**config.mk**
```make
export PLATFORM = sky130hd
export DESIGN_NAME = net_app_top
export DESIGN_NICKNAME = d
export VERILOG_FILES = /design/src/hw/net_app_pkg.sv /design/src/hw/echo_server.sv /design/src/hw/net_app_top.sv /design/src/hw/tx_arbiter.sv /design/src/hw/udp_traffic_gen.sv
export VERILOG_INCLUDE_DIRS = /design/src /design/src/hw
export SDC_FILE = /design/constraint.sdc
export NUM_CORES = 1
export LEC_CHECK = 0
export BUFFER_PORTS_ARGS = -buffer_cell sky130_fd_sc_hd__buf_2
export CORE_MARGIN = 1
export CORE_UTILIZATION = 65
export CTS_CLUSTER_SIZE = 20
export DETAILED_ROUTE_END_ITERATION = 12
export MAX_ROUTING_LAYER = met4
export PLACE_DENSITY = 0.83
export SYNTH_ARGS = -nofsm -noshare
export SYNTH_HDL_FRONTEND = slang
export SYNTH_HIERARCHICAL = 1
export SYNTH_SLANG_ARGS = --single-unit
```
**constraint.sdc**
```tcl
create_clock -name aclk -period 15.2 [get_ports aclk]
set_input_delay 2.28 -clock aclk [delete_from_list [all_inputs] [get_ports aclk]]
set_output_delay 2.28 -clock aclk [all_outputs]
set_load 0.02 [all_outputs]
```
**src/hw/net_app_settings.svh**
```systemverilog
`ifndef NET_APP_SETTINGS_SVH
`define NET_APP_SETTINGS_SVH

// stream geometry
`define NET_DATA_W 64 // one network word
`define NET_KEEP_W 8 // byte enables per word

// echo server packet store
`define ECHO_DEPTH 16 // words, one packet

// addressing, network byte order
`define LOCAL_IP 32'hC0A8030B // 192.168.3.11
`define TARGET_IP 32'hC0A8030A // 192.168.3.10

// udp ports used by the traffic generator
`define UDP_SRC_PORT 16'd5001
`define UDP_DST_PORT 16'd5001

`endif

```
**src/hw/net_app_pkg.sv**
```systemverilog
`include "net_app_settings.svh"

package net_app_pkg;

  typedef struct packed {
    logic [`NET_DATA_W-1:0] data;
    logic [`NET_KEEP_W-1:0] keep; // byte enables
    logic last; // end of packet
  } net_beat_t;

  typedef struct packed {
    logic [15:0] session;
  } tcp_rx_meta_t;

  typedef struct packed {
    logic [15:0] session;
    logic [15:0] byte_len;
  } tcp_tx_meta_t;

  typedef struct packed {
    logic [31:0] dst_ip;
    logic [15:0] src_port;
    logic [15:0] dst_port;
    logic [15:0] byte_len;
  } udp_tx_meta_t;

  typedef enum logic [7:0] {
    SRC_TCP = 8'd1,
    SRC_UDP = 8'd2
  } app_src_e;

  // prefix word put in front of every outbound packet
  typedef struct packed {
    app_src_e source;
    logic [31:0] tag; // session or target ip
    logic [15:0] byte_len;
    logic [7:0] reserved; // always zero
  } net_hdr_t;

  typedef enum logic [1:0] {ECHO_FILL, ECHO_META, ECHO_DRAIN} echo_state_e;
  typedef enum logic [1:0] {GEN_IDLE, GEN_SEND, GEN_GAP, GEN_DONE} gen_state_e;
  typedef enum logic [1:0] {ARB_IDLE, ARB_HDR, ARB_BODY} arb_state_e;

endpackage

```
**src/hw/echo_server.sv**
```systemverilog
`timescale 1ns/1ps
`include "net_app_settings.svh"

module echo_server (
  input  logic aclk,
  input  logic aresetn,
  input  net_app_pkg::tcp_rx_meta_t tcp_rx_meta,
  input  logic tcp_rx_meta_valid,
  output logic tcp_rx_meta_ready,
  input  net_app_pkg::net_beat_t tcp_rx,
  input  logic tcp_rx_valid,
  output logic tcp_rx_ready,
  output net_app_pkg::tcp_tx_meta_t tcp_tx_meta,
  output logic tcp_tx_meta_valid,
  input  logic tcp_tx_meta_ready,
  output net_app_pkg::net_beat_t tcp_tx,
  output logic tcp_tx_valid,
  input  logic tcp_tx_ready
);

  localparam int DEPTH = `ECHO_DEPTH;
  localparam int AW = $clog2(DEPTH);

  net_app_pkg::echo_state_e state;
  logic [`NET_DATA_W-1:0] data_mem [DEPTH]; // packet store
  logic [`NET_KEEP_W-1:0] keep_mem [DEPTH];
  logic [AW:0] wr_cnt; // stored words
  logic [AW-1:0] rd_ptr;
  logic [15:0] byte_cnt;
  logic [15:0] session_q;
  logic meta_have; // metadata taken for this packet
  logic data_done; // last input beat taken
  logic meta_fire, rx_fire, tx_fire;
  logic buf_full, rd_last;

  function automatic logic [15:0] keep_bytes(input logic [`NET_KEEP_W-1:0] k);
    logic [15:0] n;
    n = '0;
    for (int i = 0; i < `NET_KEEP_W; i++) begin
      n = n + {15'd0, k[i]};
    end
    return n;
  endfunction

  assign tcp_rx_meta_ready = (state == net_app_pkg::ECHO_FILL) && !meta_have;
  assign tcp_rx_ready = (state == net_app_pkg::ECHO_FILL) && !data_done; // low until drained
  assign meta_fire = tcp_rx_meta_valid && tcp_rx_meta_ready;
  assign rx_fire = tcp_rx_valid && tcp_rx_ready;
  assign tx_fire = tcp_tx_valid && tcp_tx_ready;
  assign buf_full = (wr_cnt == DEPTH[AW:0]); // extra words dropped
  assign rd_last = ({1'b0, rd_ptr} == wr_cnt - 1'b1);

  assign tcp_tx_meta_valid = (state == net_app_pkg::ECHO_META);
  assign tcp_tx_meta.session = session_q;
  assign tcp_tx_meta.byte_len = byte_cnt;

  assign tcp_tx_valid = (state == net_app_pkg::ECHO_DRAIN);
  assign tcp_tx.data = data_mem[rd_ptr]; // async read
  assign tcp_tx.keep = keep_mem[rd_ptr];
  assign tcp_tx.last = rd_last; // marks final stored word

  always_ff @(posedge aclk) begin
    if (rx_fire && !buf_full) begin
      data_mem[wr_cnt[AW-1:0]] <= tcp_rx.data;
      keep_mem[wr_cnt[AW-1:0]] <= tcp_rx.keep;
    end
    if (meta_fire) session_q <= tcp_rx_meta.session;
  end

  always_ff @(posedge aclk) begin
    if (!aresetn) begin
      state <= net_app_pkg::ECHO_FILL;
      wr_cnt <= '0;
      rd_ptr <= '0;
      byte_cnt <= '0;
      meta_have <= 1'b0;
      data_done <= 1'b0;
    end else begin
      case (state)
        net_app_pkg::ECHO_FILL: begin
          if (rx_fire && !buf_full) begin
            wr_cnt <= wr_cnt + 1'b1;
            byte_cnt <= byte_cnt + keep_bytes(tcp_rx.keep); // bytes from keep
          end
          meta_have <= meta_have | meta_fire;
          data_done <= data_done | (rx_fire & tcp_rx.last);
          if ((meta_have || meta_fire) && (data_done || (rx_fire && tcp_rx.last)))
            state <= net_app_pkg::ECHO_META; // whole packet in hand
        end
        net_app_pkg::ECHO_META: begin
          if (tcp_tx_meta_ready) state <= net_app_pkg::ECHO_DRAIN;
        end
        net_app_pkg::ECHO_DRAIN: begin
          if (tx_fire) begin
            rd_ptr <= rd_ptr + 1'b1;
            if (rd_last) begin // rearm for next packet
              state <= net_app_pkg::ECHO_FILL;
              wr_cnt <= '0;
              rd_ptr <= '0;
              byte_cnt <= '0;
              meta_have <= 1'b0;
              data_done <= 1'b0;
            end
          end
        end
        default: state <= net_app_pkg::ECHO_FILL;
      endcase
    end
  end

endmodule

```
**src/hw/net_app_top.sv**
```systemverilog
`timescale 1ns/1ps

module net_app_top (
  input  logic aclk,
  input  logic aresetn,
  input  net_app_pkg::tcp_rx_meta_t tcp_rx_meta,
  input  logic tcp_rx_meta_valid,
  output logic tcp_rx_meta_ready,
  input  net_app_pkg::net_beat_t tcp_rx,
  input  logic tcp_rx_valid,
  output logic tcp_rx_ready,
  input  logic udp_run_req,
  output logic udp_run_ack,
  input  logic [15:0] udp_word_count,
  input  logic [7:0] udp_packet_gap,
  input  logic [15:0] udp_packet_count,
  output net_app_pkg::net_beat_t net_tx,
  output logic net_tx_valid,
  input  logic net_tx_ready
);

  // echo server to arbiter
  net_app_pkg::tcp_tx_meta_t tcp_tx_meta;
  logic tcp_tx_meta_valid, tcp_tx_meta_ready;
  net_app_pkg::net_beat_t tcp_tx;
  logic tcp_tx_valid, tcp_tx_ready;

  // generator to arbiter
  net_app_pkg::udp_tx_meta_t udp_tx_meta;
  logic udp_tx_meta_valid, udp_tx_meta_ready;
  net_app_pkg::net_beat_t udp_tx;
  logic udp_tx_valid, udp_tx_ready;

  echo_server u_echo_server (
    .aclk(aclk), .aresetn(aresetn),
    .tcp_rx_meta(tcp_rx_meta), .tcp_rx_meta_valid(tcp_rx_meta_valid),
    .tcp_rx_meta_ready(tcp_rx_meta_ready),
    .tcp_rx(tcp_rx), .tcp_rx_valid(tcp_rx_valid), .tcp_rx_ready(tcp_rx_ready),
    .tcp_tx_meta(tcp_tx_meta), .tcp_tx_meta_valid(tcp_tx_meta_valid),
    .tcp_tx_meta_ready(tcp_tx_meta_ready),
    .tcp_tx(tcp_tx), .tcp_tx_valid(tcp_tx_valid), .tcp_tx_ready(tcp_tx_ready)
  );

  udp_traffic_gen u_udp_traffic_gen (
    .aclk(aclk), .aresetn(aresetn),
    .udp_run_req(udp_run_req), .udp_run_ack(udp_run_ack),
    .udp_word_count(udp_word_count), .udp_packet_gap(udp_packet_gap),
    .udp_packet_count(udp_packet_count),
    .udp_tx_meta(udp_tx_meta), .udp_tx_meta_valid(udp_tx_meta_valid),
    .udp_tx_meta_ready(udp_tx_meta_ready),
    .udp_tx(udp_tx), .udp_tx_valid(udp_tx_valid), .udp_tx_ready(udp_tx_ready)
  );

  tx_arbiter u_tx_arbiter (
    .aclk(aclk), .aresetn(aresetn),
    .tcp_tx_meta(tcp_tx_meta), .tcp_tx_meta_valid(tcp_tx_meta_valid),
    .tcp_tx_meta_ready(tcp_tx_meta_ready),
    .tcp_tx(tcp_tx), .tcp_tx_valid(tcp_tx_valid), .tcp_tx_ready(tcp_tx_ready),
    .udp_tx_meta(udp_tx_meta), .udp_tx_meta_valid(udp_tx_meta_valid),
    .udp_tx_meta_ready(udp_tx_meta_ready),
    .udp_tx(udp_tx), .udp_tx_valid(udp_tx_valid), .udp_tx_ready(udp_tx_ready),
    .net_tx(net_tx), .net_tx_valid(net_tx_valid), .net_tx_ready(net_tx_ready)
  );

endmodule

```
**src/hw/tx_arbiter.sv**
```systemverilog
`timescale 1ns/1ps

module tx_arbiter (
  input  logic aclk,
  input  logic aresetn,
  input  net_app_pkg::tcp_tx_meta_t tcp_tx_meta,
  input  logic tcp_tx_meta_valid,
  output logic tcp_tx_meta_ready,
  input  net_app_pkg::net_beat_t tcp_tx,
  input  logic tcp_tx_valid,
  output logic tcp_tx_ready,
  input  net_app_pkg::udp_tx_meta_t udp_tx_meta,
  input  logic udp_tx_meta_valid,
  output logic udp_tx_meta_ready,
  input  net_app_pkg::net_beat_t udp_tx,
  input  logic udp_tx_valid,
  output logic udp_tx_ready,
  output net_app_pkg::net_beat_t net_tx,
  output logic net_tx_valid,
  input  logic net_tx_ready
);

  net_app_pkg::arb_state_e state;
  net_app_pkg::app_src_e grant; // source owning the packet in flight
  net_app_pkg::net_hdr_t hdr_q;
  logic prefer_udp; // round-robin pointer
  logic pick_tcp, pick_udp;
  logic body_tcp, body_udp;

  assign pick_tcp = tcp_tx_meta_valid && (!udp_tx_meta_valid || !prefer_udp);
  assign pick_udp = udp_tx_meta_valid && !pick_tcp;

  assign tcp_tx_meta_ready = (state == net_app_pkg::ARB_IDLE) && pick_tcp;
  assign udp_tx_meta_ready = (state == net_app_pkg::ARB_IDLE) && pick_udp;

  assign body_tcp = (state == net_app_pkg::ARB_BODY) && (grant == net_app_pkg::SRC_TCP);
  assign body_udp = (state == net_app_pkg::ARB_BODY) && (grant == net_app_pkg::SRC_UDP);
  assign tcp_tx_ready = body_tcp && net_tx_ready; // straight through
  assign udp_tx_ready = body_udp && net_tx_ready;

  always_comb begin
    net_tx.data = hdr_q; // header word by default
    net_tx.keep = '1;
    net_tx.last = 1'b0;
    net_tx_valid = (state == net_app_pkg::ARB_HDR);
    if (body_tcp) begin
      net_tx = tcp_tx;
      net_tx_valid = tcp_tx_valid;
    end else if (body_udp) begin
      net_tx = udp_tx;
      net_tx_valid = udp_tx_valid;
    end
  end

  always_ff @(posedge aclk) begin
    if (state == net_app_pkg::ARB_IDLE) begin
      if (pick_tcp)
        hdr_q <= '{source: net_app_pkg::SRC_TCP, tag: {16'd0, tcp_tx_meta.session},
                   byte_len: tcp_tx_meta.byte_len, reserved: 8'd0};
      else if (pick_udp)
        hdr_q <= '{source: net_app_pkg::SRC_UDP, tag: udp_tx_meta.dst_ip,
                   byte_len: udp_tx_meta.byte_len, reserved: 8'd0};
    end
  end

  always_ff @(posedge aclk) begin
    if (!aresetn) begin
      state <= net_app_pkg::ARB_IDLE;
      grant <= net_app_pkg::SRC_TCP;
      prefer_udp <= 1'b0; // tcp wins first tie
    end else begin
      case (state)
        net_app_pkg::ARB_IDLE: begin
          if (pick_tcp || pick_udp) begin
            grant <= pick_tcp ? net_app_pkg::SRC_TCP : net_app_pkg::SRC_UDP;
            prefer_udp <= pick_tcp; // other side next time
            state <= net_app_pkg::ARB_HDR;
          end
        end
        net_app_pkg::ARB_HDR: begin
          if (net_tx_ready) state <= net_app_pkg::ARB_BODY;
        end
        net_app_pkg::ARB_BODY: begin
          if (net_tx_valid && net_tx_ready && net_tx.last) state <= net_app_pkg::ARB_IDLE;
        end
        default: state <= net_app_pkg::ARB_IDLE;
      endcase
    end
  end

endmodule

```
**src/hw/udp_traffic_gen.sv**
```systemverilog
`timescale 1ns/1ps
`include "net_app_settings.svh"

module udp_traffic_gen (
  input  logic aclk,
  input  logic aresetn,
  input  logic udp_run_req,
  output logic udp_run_ack,
  input  logic [15:0] udp_word_count,
  input  logic [7:0] udp_packet_gap,
  input  logic [15:0] udp_packet_count,
  output net_app_pkg::udp_tx_meta_t udp_tx_meta,
  output logic udp_tx_meta_valid,
  input  logic udp_tx_meta_ready,
  output net_app_pkg::net_beat_t udp_tx,
  output logic udp_tx_valid,
  input  logic udp_tx_ready
);

  net_app_pkg::gen_state_e state;
  logic [15:0] word_cnt_q; // words per packet, at least one
  logic [7:0] gap_q;
  logic [15:0] pkt_total;
  logic [15:0] pkt_idx;
  logic [15:0] word_idx;
  logic [7:0] gap_cnt;
  logic meta_sent; // metadata of current packet taken
  logic word_last, pkt_last, tx_fire;

  assign word_last = (word_idx == word_cnt_q - 1'b1);
  assign pkt_last = (pkt_idx == pkt_total - 1'b1);
  assign tx_fire = udp_tx_valid && udp_tx_ready;

  assign udp_run_ack = (state == net_app_pkg::GEN_DONE);

  assign udp_tx_meta_valid = (state == net_app_pkg::GEN_SEND) && !meta_sent;
  assign udp_tx_meta.dst_ip = `TARGET_IP;
  assign udp_tx_meta.src_port = `UDP_SRC_PORT;
  assign udp_tx_meta.dst_port = `UDP_DST_PORT;
  assign udp_tx_meta.byte_len = {word_cnt_q[12:0], 3'b000}; // 8 bytes per word

  assign udp_tx_valid = (state == net_app_pkg::GEN_SEND) && meta_sent;
  assign udp_tx.data = {16'd0, pkt_idx, 16'd0, word_idx}; // packet | word index
  assign udp_tx.keep = '1;
  assign udp_tx.last = word_last;

  always_ff @(posedge aclk) begin
    if (!aresetn) begin
      state <= net_app_pkg::GEN_IDLE;
      pkt_idx <= '0;
      word_idx <= '0;
      gap_cnt <= '0;
      meta_sent <= 1'b0;
    end else begin
      case (state)
        net_app_pkg::GEN_IDLE: begin
          pkt_idx <= '0;
          word_idx <= '0;
          meta_sent <= 1'b0;
          if (udp_run_req) begin
            if (udp_packet_count == 16'd0) state <= net_app_pkg::GEN_DONE; // empty run
            else state <= net_app_pkg::GEN_SEND;
          end
        end
        net_app_pkg::GEN_SEND: begin
          if (udp_tx_meta_valid && udp_tx_meta_ready) meta_sent <= 1'b1;
          if (tx_fire) begin
            word_idx <= word_idx + 1'b1;
            if (word_last) begin // packet done
              word_idx <= '0;
              meta_sent <= 1'b0;
              pkt_idx <= pkt_idx + 1'b1;
              gap_cnt <= gap_q - 1'b1;
              if (pkt_last) state <= net_app_pkg::GEN_DONE;
              else if (gap_q != 8'd0) state <= net_app_pkg::GEN_GAP;
            end
          end
        end
        net_app_pkg::GEN_GAP: begin
          gap_cnt <= gap_cnt - 1'b1;
          if (gap_cnt == 8'd0) state <= net_app_pkg::GEN_SEND; // gap cycles spent
        end
        net_app_pkg::GEN_DONE: begin
          if (!udp_run_req) state <= net_app_pkg::GEN_IDLE; // req dropped, release ack
        end
        default: state <= net_app_pkg::GEN_IDLE;
      endcase
    end
  end

  // run settings, sampled when req is first seen
  always_ff @(posedge aclk) begin
    if (state == net_app_pkg::GEN_IDLE && udp_run_req) begin
      word_cnt_q <= (udp_word_count == 16'd0) ? 16'd1 : udp_word_count;
      gap_q <= udp_packet_gap;
      pkt_total <= udp_packet_count;
    end
  end

endmodule

```
# == Yosys cells after proc, flatten, opt, wreduce, memory -nomap -nowiden ==
# Memories as Yosys holds them, arrays and structs flattened. A register that Yosys moved wholly into a read port is not among the register bits.
# Cells that the tools add are included.
# op_classes
muxes,57
reduce_logical,56
n_bitwise,3
n_eq_ne,27
add_sub_neg,17
# ops
operator,n
16-bit two-way mux,7
16-bit by 1-bit adder with 16-bit output,6
16-bit one-hot mux with 2 select lines,3
73-bit two-way mux,1
67-bit two-way mux,1
58-bit two-way mux,1
40-bit two-way mux,1
"16-bit by 1-bit adder with 16-bit output, second input constant",2
16-bit equality test,2
16-bit logical NOT,2
2-bit two-way mux,16
"16-bit by 1-bit subtractor with 16-bit output, second input constant",2
1-bit logical AND,23
4-bit two-way mux,5
"2-bit != test, second input constant",10
16-bit adder,1
8-bit two-way mux,2
8-bit one-hot mux with 2 select lines,1
"8-bit by 1-bit subtractor with 8-bit output, second input constant",2
5-bit two-way mux,3
2-bit one-hot mux with 3 select lines,2
3-bit AND reduction,4
5-bit one-hot mux with 2 select lines,1
1-bit two-way mux,9
25 further kinds,53
# totals
memories,2
ramBits,1152
wordCells,184
regBits,178
input_bits,135
# mem_list
memory,words,word_bits,rd,rd_clocked_by_memory_dff,wr,line,rtl
u_echo_server.data_mem,16,64,1,1,1,echo_server.sv:25,logic [`NET_DATA_W-1:0] data_mem [DEPTH];
u_echo_server.keep_mem,16,8,1,1,1,echo_server.sv:26,logic [`NET_KEEP_W-1:0] keep_mem [DEPTH];

# == Longest topological paths before layout ==
# Gate-level depths: netlist of the first run.
# depth
depth_word,13
mapped_depth,13

# == By module ==
# Netlist of the first run, hierarchy kept.
# modules_own_cells
mod,seq_area_each_um2,cells_each,area_each_um2,instances
echo_server,35734.3,1838,45656.3,1
udp_traffic_gen,2062.0,697,5983.2,1
tx_arbiter,1601.5,342,3642.2,1

# == Worst setup path before layout of the first run ==
# Ideal clock, no wire load.
# synth_timing
path_type,in2reg
startpoint,input port tcp_rx_valid
endpoint,memory u_echo_server/data_mem[0][0] (netlist bit) (enable)
required_time_ns,14.520
arrival_time_ns,9.733
stages,4
setup_slack_ns,4.788
cell_sequence,nor4b_4 > o31ai_2 > clkbuf_1 > nor4_1
# synth_between
elab_chain_len,4
# synth_lines
element,line,rtl
from (decl),net_app_top.sv:10,"input logic tcp_rx_valid,"
1-bit logical AND,echo_server.sv:48,assign rx_fire = tcp_rx_valid && tcp_rx_ready;
1-bit logical AND,echo_server.sv:63,if (rx_fire && !buf_full) begin
1-bit two-way mux,echo_server.sv:63,
1-bit two-way mux (implied by the code),echo_server.sv:64,data_mem[wr_cnt[AW-1:0]] <= tcp_rx.data;
to (decl),echo_server.sv:25,
# Every way passes these cells.

==> results.py, run 1 <==
metrics = {
    "run_status": {
        "status": "finished, final reports clean",
    },
    "power": {
        "p_leak_nw": 19.2,
        "irDropWorstVdd_uv": 112,
        "p_per_area_nw_per_um2": 131,
        "total_power_mw": 7.99,
    },
    "layout": {
        "area_growth_pct": 10.9,
        "fill_cells": 4362,
        "multi_input_area_um2": 14300,
        "seqCellArea_um2": 39400,
        "final_cell_area_um2": 61100,
        "nets": 3222,
        "drive_gt1_share_pct": 27.9,
    },
    "grt": {
        "antenna_found_initial": 23,
        "grt_usage_pct": 36.6,
        "grt_pass1_wl_um": 217000,
        "grt_pass1_vias": 31300,
        "overflow": 0,
        "grt_max_degree": 153,
    },
    "detailed_routing": {
        "routedWlPerCell_um": 34.8,
        "ant_nets": 0,
        "routed_via_density": 7.11,
        "vias": 30800,
        "wl_um": 151000,
        "drc_errors": 0,
        "dr.pass1.iters": 10,
        "first_iter_violations": 4741,
    },
    "logic_synthesis": {
        "syn_area_per_cell_um2": 19.3,
        "synth_area_um2": 55000,
        "ys.warnings.count": 6,
        "synthCells": 2845,
    },
    "sta": {
        "drv_slew": 0,
        "setup_tns_ns": 0,
        "max_slew_margin_pct": 19.8,
        "final-hold-violation-count": 0,
        "worst_slack_ns": 7.71,
        "rsz0062_at_grt": "false",
        "skew_ns": 0.0346,
        "finalCriticalPeriod_ns": 7.49,
        "setup_viol": 0,
        "fmax_mhz": 134,
        "worst_slew_pin_slew_ns": 1.20,
        "fin_crit_sh_pct": 49.3,
    },
    "worst_setup_path": {
        "worst-endpoint-arrival_ns": 5.21,
        "critPathLaunchType": "flip-flop",
        "cp_max_fo": 57,
        "worst-setup-path-type": "reg -> out",
        "required_ns": 12.92,
        "setup.worst_path.end_class": "output port",
    },
    "place": {
        "dp_slack_ns": 8.48,
        "dp_hpwl_um": 73800,
        "routabilityCongestion": 0.880,
        "io_buffer_count": 211,
        "place_area_um2": 56700,
    },
    "floorplanning": {
        "dieArea_um2": 85800,
        "die_h_um": 293,
        "die_x_um": 293,
        "rows": 106,
        "start_util_pct": 65.8,
        "core_um2": 83700,
        "ios": 212,
    },
    "clock_network": {
        "cts_resized": 0,
        "cts_hold_buf": 0,
        "root_buffer": "clkbuf_16",
        "clock_path_buffers": 3,
        "postCtsSetupRepairBufs": 0,
        "cts_tree": "done",
        "clk_latency_ns": 0.75,
        "cts_sinks": 1339,
        "cts_made_buffers": 133,
        "htreeDepth": 4,
        "cts.reportedPaths.clkPinSlew_ns": 0.06,
    },
    "job": {
        "max_cap_viol_count": 0,
    },
    "hold_path": {
        "hold_path_class": "reg -> reg",
    },
}
[path summary, 6_finish.rpt]
path / from / endpoint / slack (ns) / cells after the start
worst min-delay path: u_tx_arbiter/prefer_udp$_SDFFE_PN0P_ / u_tx_arbiter/prefer_udp$_SDFFE_PN0P_ / 0.52 / 2
worst max-delay path: flip-flop / net_tx[34] / 7.71 / 7
worst min register to register: u_tx_arbiter/prefer_udp$_SDFFE_PN0P_ / u_tx_arbiter/prefer_udp$_SDFFE_PN0P_ / 0.52 / 2
worst max register to register: u_tx_arbiter/state[1]$_SDFFE_PN0P_ / u_udp_traffic_gen/word_idx[15]$_SDFFE_PN0P_ / 10.73 / 11
[per-layer routing]
metal  global-route usage [%]  share of wire [%]
met1                     46.7                 33
met2                     57.4                 49
met3                     8.38                 13
met4                     15.5                4.1
met5                        -                  0
[area by class of cell]
class	count	share of cell area (%)
Clock inverter	73	1.33
Antenna cell	23	0.0943
Multi-Input combinational cell	1299	23.4
Inverter	34	0.209
Clock buffer	166	5.77
Timing Repair Buffer	259	2.34
Sequential cell	1339	64.5
Tap cell	1134	2.32
[state kept, by name (all words and copies together), names as in the netlist, 2 cells and up, named ones only]
name,cells
u_tx_arbiter/state,2
u_udp_traffic_gen/pkt_total,16
u_udp_traffic_gen/word_idx,16
u_udp_traffic_gen/state,2
u_echo_server/rd_ptr,4
u_udp_traffic_gen/word_cnt_q,16
u_echo_server/session_q,16
u_udp_traffic_gen/pkt_idx,16
u_echo_server/data_mem,1024
u_tx_arbiter/hdr_q,50
u_echo_server/state,2
u_udp_traffic_gen/gap_q,8
u_tx_arbiter/grant,2
u_echo_server/byte_cnt,16
u_echo_server/keep_mem,128
u_udp_traffic_gen/gap_cnt,8
u_echo_server/wr_cnt,5
[worst max-delay path, cell delays in order (launching register included)]
cell and delay [ns]:
dfxtp_4 0.82, buf_4 0.82, buf_4 1.01, mux4_2 0.64
mux4_2 0.51, nand2_1 0.28, o21ai_1 0.11, buf_2 0.19
[power breakdown]
part | internal, mW | switching [mW] | total [mW]
Combinational | 0.149 | 0.324 | 0.473
Clock | 1.87 | 1.48 | 3.35
Sequential | 4.12 | 0.0476 | 4.17
[cells in the final DEF, fill, tap and decap left out, drive strengths merged, types with 6 or more instances in the layout]
cell type	count
a21oi	40
a22o	15
a31oi	9
and2	13
and3	8
and4	9
buf	259
bufinv	12
clkbuf	166
clkinv	49
conb	75
dfxtp	81
diode	23
edfxtp	1258
ha	16
inv	44
mux2	33
mux2i	60
mux4	360
nand2	116
nand2b	9
nand3	34
nand3b	10
nand4	22
nand4b	7
nor2	96
nor2b	37
nor3	31
nor4	22
o21a	7
o21ai	78
o22a	10
o31ai	10
or3	6
or4	17
xnor2	32
xor2	37
[stage by stage]
| stage | utilization (%) | hold WS [ns] | cells |
|---|---|---|---|
| after global routing | 73.0 | 0.514 | 4325 |
| final | 73.0 | 0.520 | 4327 |
| after CTS | 72.9 | 0.498 | 4304 |
| after global placement | 67.7 | 0.450 | 4065 |
| after detailed placement | 67.7 | 0.486 | 4065 |
| after floorplan | - | 0.438 | 2918 |
Note: power is estimated with default switching activity, not from simulation.
==> inputs of run 2 (changes only) <==
--- a/config.mk
+++ b/config.mk
@@ -6,13 +6,14 @@
 export SDC_FILE = /design/constraint.sdc
 export NUM_CORES = 1
 export LEC_CHECK = 0
+export ABC_AREA = 1
 export BUFFER_PORTS_ARGS = -buffer_cell sky130_fd_sc_hd__buf_2
 export CORE_MARGIN = 1
-export CORE_UTILIZATION = 65
+export CORE_UTILIZATION = 56
 export CTS_CLUSTER_SIZE = 20
 export DETAILED_ROUTE_END_ITERATION = 12
 export MAX_ROUTING_LAYER = met4
-export PLACE_DENSITY = 0.83
+export PLACE_DENSITY = 0.76
 export SYNTH_ARGS = -nofsm -noshare
 export SYNTH_HDL_FRONTEND = slang
 export SYNTH_HIERARCHICAL = 1
==> constraint.sdc (replaced) <==
create_clock -name aclk -period 6.6 [get_ports aclk]
set_input_delay 0.99 -clock aclk [delete_from_list [all_inputs] [get_ports aclk]]
set_output_delay 0.99 -clock aclk [all_outputs]
set_load 0.02 [all_outputs]
==> results.py, run 2 <==
metrics = {
    "run_status": {
        "status": "finished, final reports clean",
    },
    "sta": {
        "max_slew_margin_pct": 23.2,
        "worst_slew_pin_slew_ns": 1.15,
        "fin_crit_sh_pct": 79.4,
        "hold_slack_ns": 0.423,
        "skew_ns": 0.0306,
        "rsz0062_at_grt": "false",
        "setup_tns_ns": 0,
        "drv_slew": 0,
        "finalCriticalPeriod_ns": 5.24,
        "setup_viol": 0,
        "worst_slack_ns": 1.36,
        "final-hold-violation-count": 0,
        "fmax_mhz": 191,
    },
    "layout": {
        "mostFrequentLayoutCell": "edfxtp_1",
        "nets": 4970,
        "drive_gt1_share_pct": 11.2,
        "largest_reg_flops": 1024,
        "layout_common_cells": "1258 x edfxtp_1, 551 x nand2_1, 446 x inv_1",
        "fill_cells": 7598,
        "area_growth_pct": 10.5,
        "final_cell_count_no_fill": 6303,
    },
    "clock_network": {
        "root_buffer": "clkbuf_16",
        "clk_latency_ns": 0.74,
        "clock_path_buffers": 3,
        "htreeDepth": 4,
        "cts_made_buffers": 133,
        "cts_hold_buf": 0,
        "cts_sinks": 1339,
        "cts.reportedPaths.clkPinSlew_ns": 0.06,
        "cts_tree": "done",
        "postCtsSetupRepairBufs": 0,
        "cts_resized": 0,
    },
    "grt": {
        "grt.busiest_layer": "met2",
        "use_met3_pct": 5.84,
        "use_met2_pct": 44.4,
        "grt_usage_pct": 28.5,
        "grt_pass1_wl_um": 214000,
        "grtUsageMet1_pct": 36.9,
        "overflow": 0,
        "grt_max_degree": 147,
        "antenna_found_initial": 26,
        "grt_pass1_vias": 35600,
    },
    "power": {
        "irDropWorstVdd_uv": 322,
        "p_leak_nw": 21.8,
        "p_per_area_nw_per_um2": 317,
    },
    "floorplanning": {
        "start_util_pct": 56.6,
        "rows": 117,
        "dieArea_um2": 105000,
        "ios": 212,
        "die_h_um": 324,
        "die_x_um": 324,
        "core_um2": 102000,
    },
    "detailed_routing": {
        "routed_via_density": 5.93,
        "drc_errors": 0,
        "first_iter_violations": 4201,
        "wl_um": 145000,
        "routedWlPerCell_um": 23.0,
        "vias": 37400,
        "dr.pass1.iters": 6,
        "ant_nets": 0,
    },
    "worst_setup_path": {
        "worst-setup-path-type": "reg -> out",
        "critPathLaunchType": "flip-flop",
        "r2r_setup_slack_ns": 2.53,
        "cp_max_fo": 60,
        "setup.worst_path.end_class": "output port",
        "crit_slowest_cell": "dfxtp_4",
        "worst-endpoint-arrival_ns": 4.25,
        "required_ns": 5.61,
        "cpPeakStageDelay_ns": 0.73,
        "worstPathCellList": "buf_4 -> buf_4 -> a21oi_1 -> o21ai_0 -> o21ai_0 -> o211ai_1 -> nand2_1 -> nor2_1 -> a31oi_1 -> buf_2",
    },
    "logic_synthesis": {
        "synthCells": 4699,
        "syn_area_per_cell_um2": 12.3,
        "synth_area_um2": 57900,
        "ys.warnings.count": 6,
    },
    "hold_path": {
        "hold_path_class": "in -> reg",
    },
    "place": {
        "dp_hpwl_um": 82100,
        "routabilityCongestion": 0.960,
        "placed_cells": 6047,
        "dp_slack_ns": 1.95,
        "io_buffer_count": 211,
    },
    "job": {
        "max_cap_viol_count": 0,
    },
}
==> run 2: area by class of cell <==
class | count | area [µm²] | area share [%]
tap | 1368 | 1710 | 2.68
antenna | 22 | 55.1 | 0.0861
clock inverter | 69 | 641 | 1.00
timing repair buffer | 268 | 1680 | 2.63
sequential | 1339 | 39400 | 61.6
clock buffer | 165 | 3530 | 5.53
multi-input combinational | 2608 | 15200 | 23.7
inverter | 464 | 1760 | 2.75
==> run 2: critical path, delay by kind of cell (launching register included) <==
kind / cells / cell delay, ns
buf+inv: 3 / 1.57
simple gates: 2 / 0.47
compound gates: 5 / 0.67
flops: 1 / 0.73
==> run 2: path summary, 6_finish.rpt <==
kind                                             start                                      end  cells after the start
setup / recovery                             flip-flop                               net_tx[53]                     10
hold / removal                         tcp_rx_meta[15]    u_echo_server/session_q[15]$_DFFE_PP_                      1
setup reg to reg  u_echo_server/wr_cnt[0]$_SDFFE_PN0P_  u_echo_server/data_mem[3][24]$_DFFE_PP_                      8
hold reg to reg   u_tx_arbiter/prefer_udp$_SDFFE_PN0P_     u_tx_arbiter/prefer_udp$_SDFFE_PN0P_                      2
==> run 2: routing by layer <==
| metal | up-vias | part of all wire (%) | routed length (µm) |
|---|---|---|---|
| li1 | 17000 | - | - |
| met1 | 18300 | 40 | 57500 |
| met2 | 1814 | 48 | 68800 |
| met3 | 312 | 9.6 | 14000 |
| met4 | 0 | 3.1 | 4560 |
| met5 | - | 0 | 0 |
==> run 2: stage by stage <==
stage / area [µm²] / util (%) / power, mW
CTS: 63900 / 62.5 / 20.3
floorplan: 58200 / - / 12.1
finish: 64000 / 62.6 / 20.2
global route: 64000 / 62.6 / 20.9
detailed placement: 59700 / 58.4 / 13.1
global placement: 59700 / 58.4 / 13.0
==> run 2: report_power, final <==
group	switching [mW]	internal, mW
Clock	3.10	4.20
Sequential	0.207	9.92
Combinational	2.08	0.741
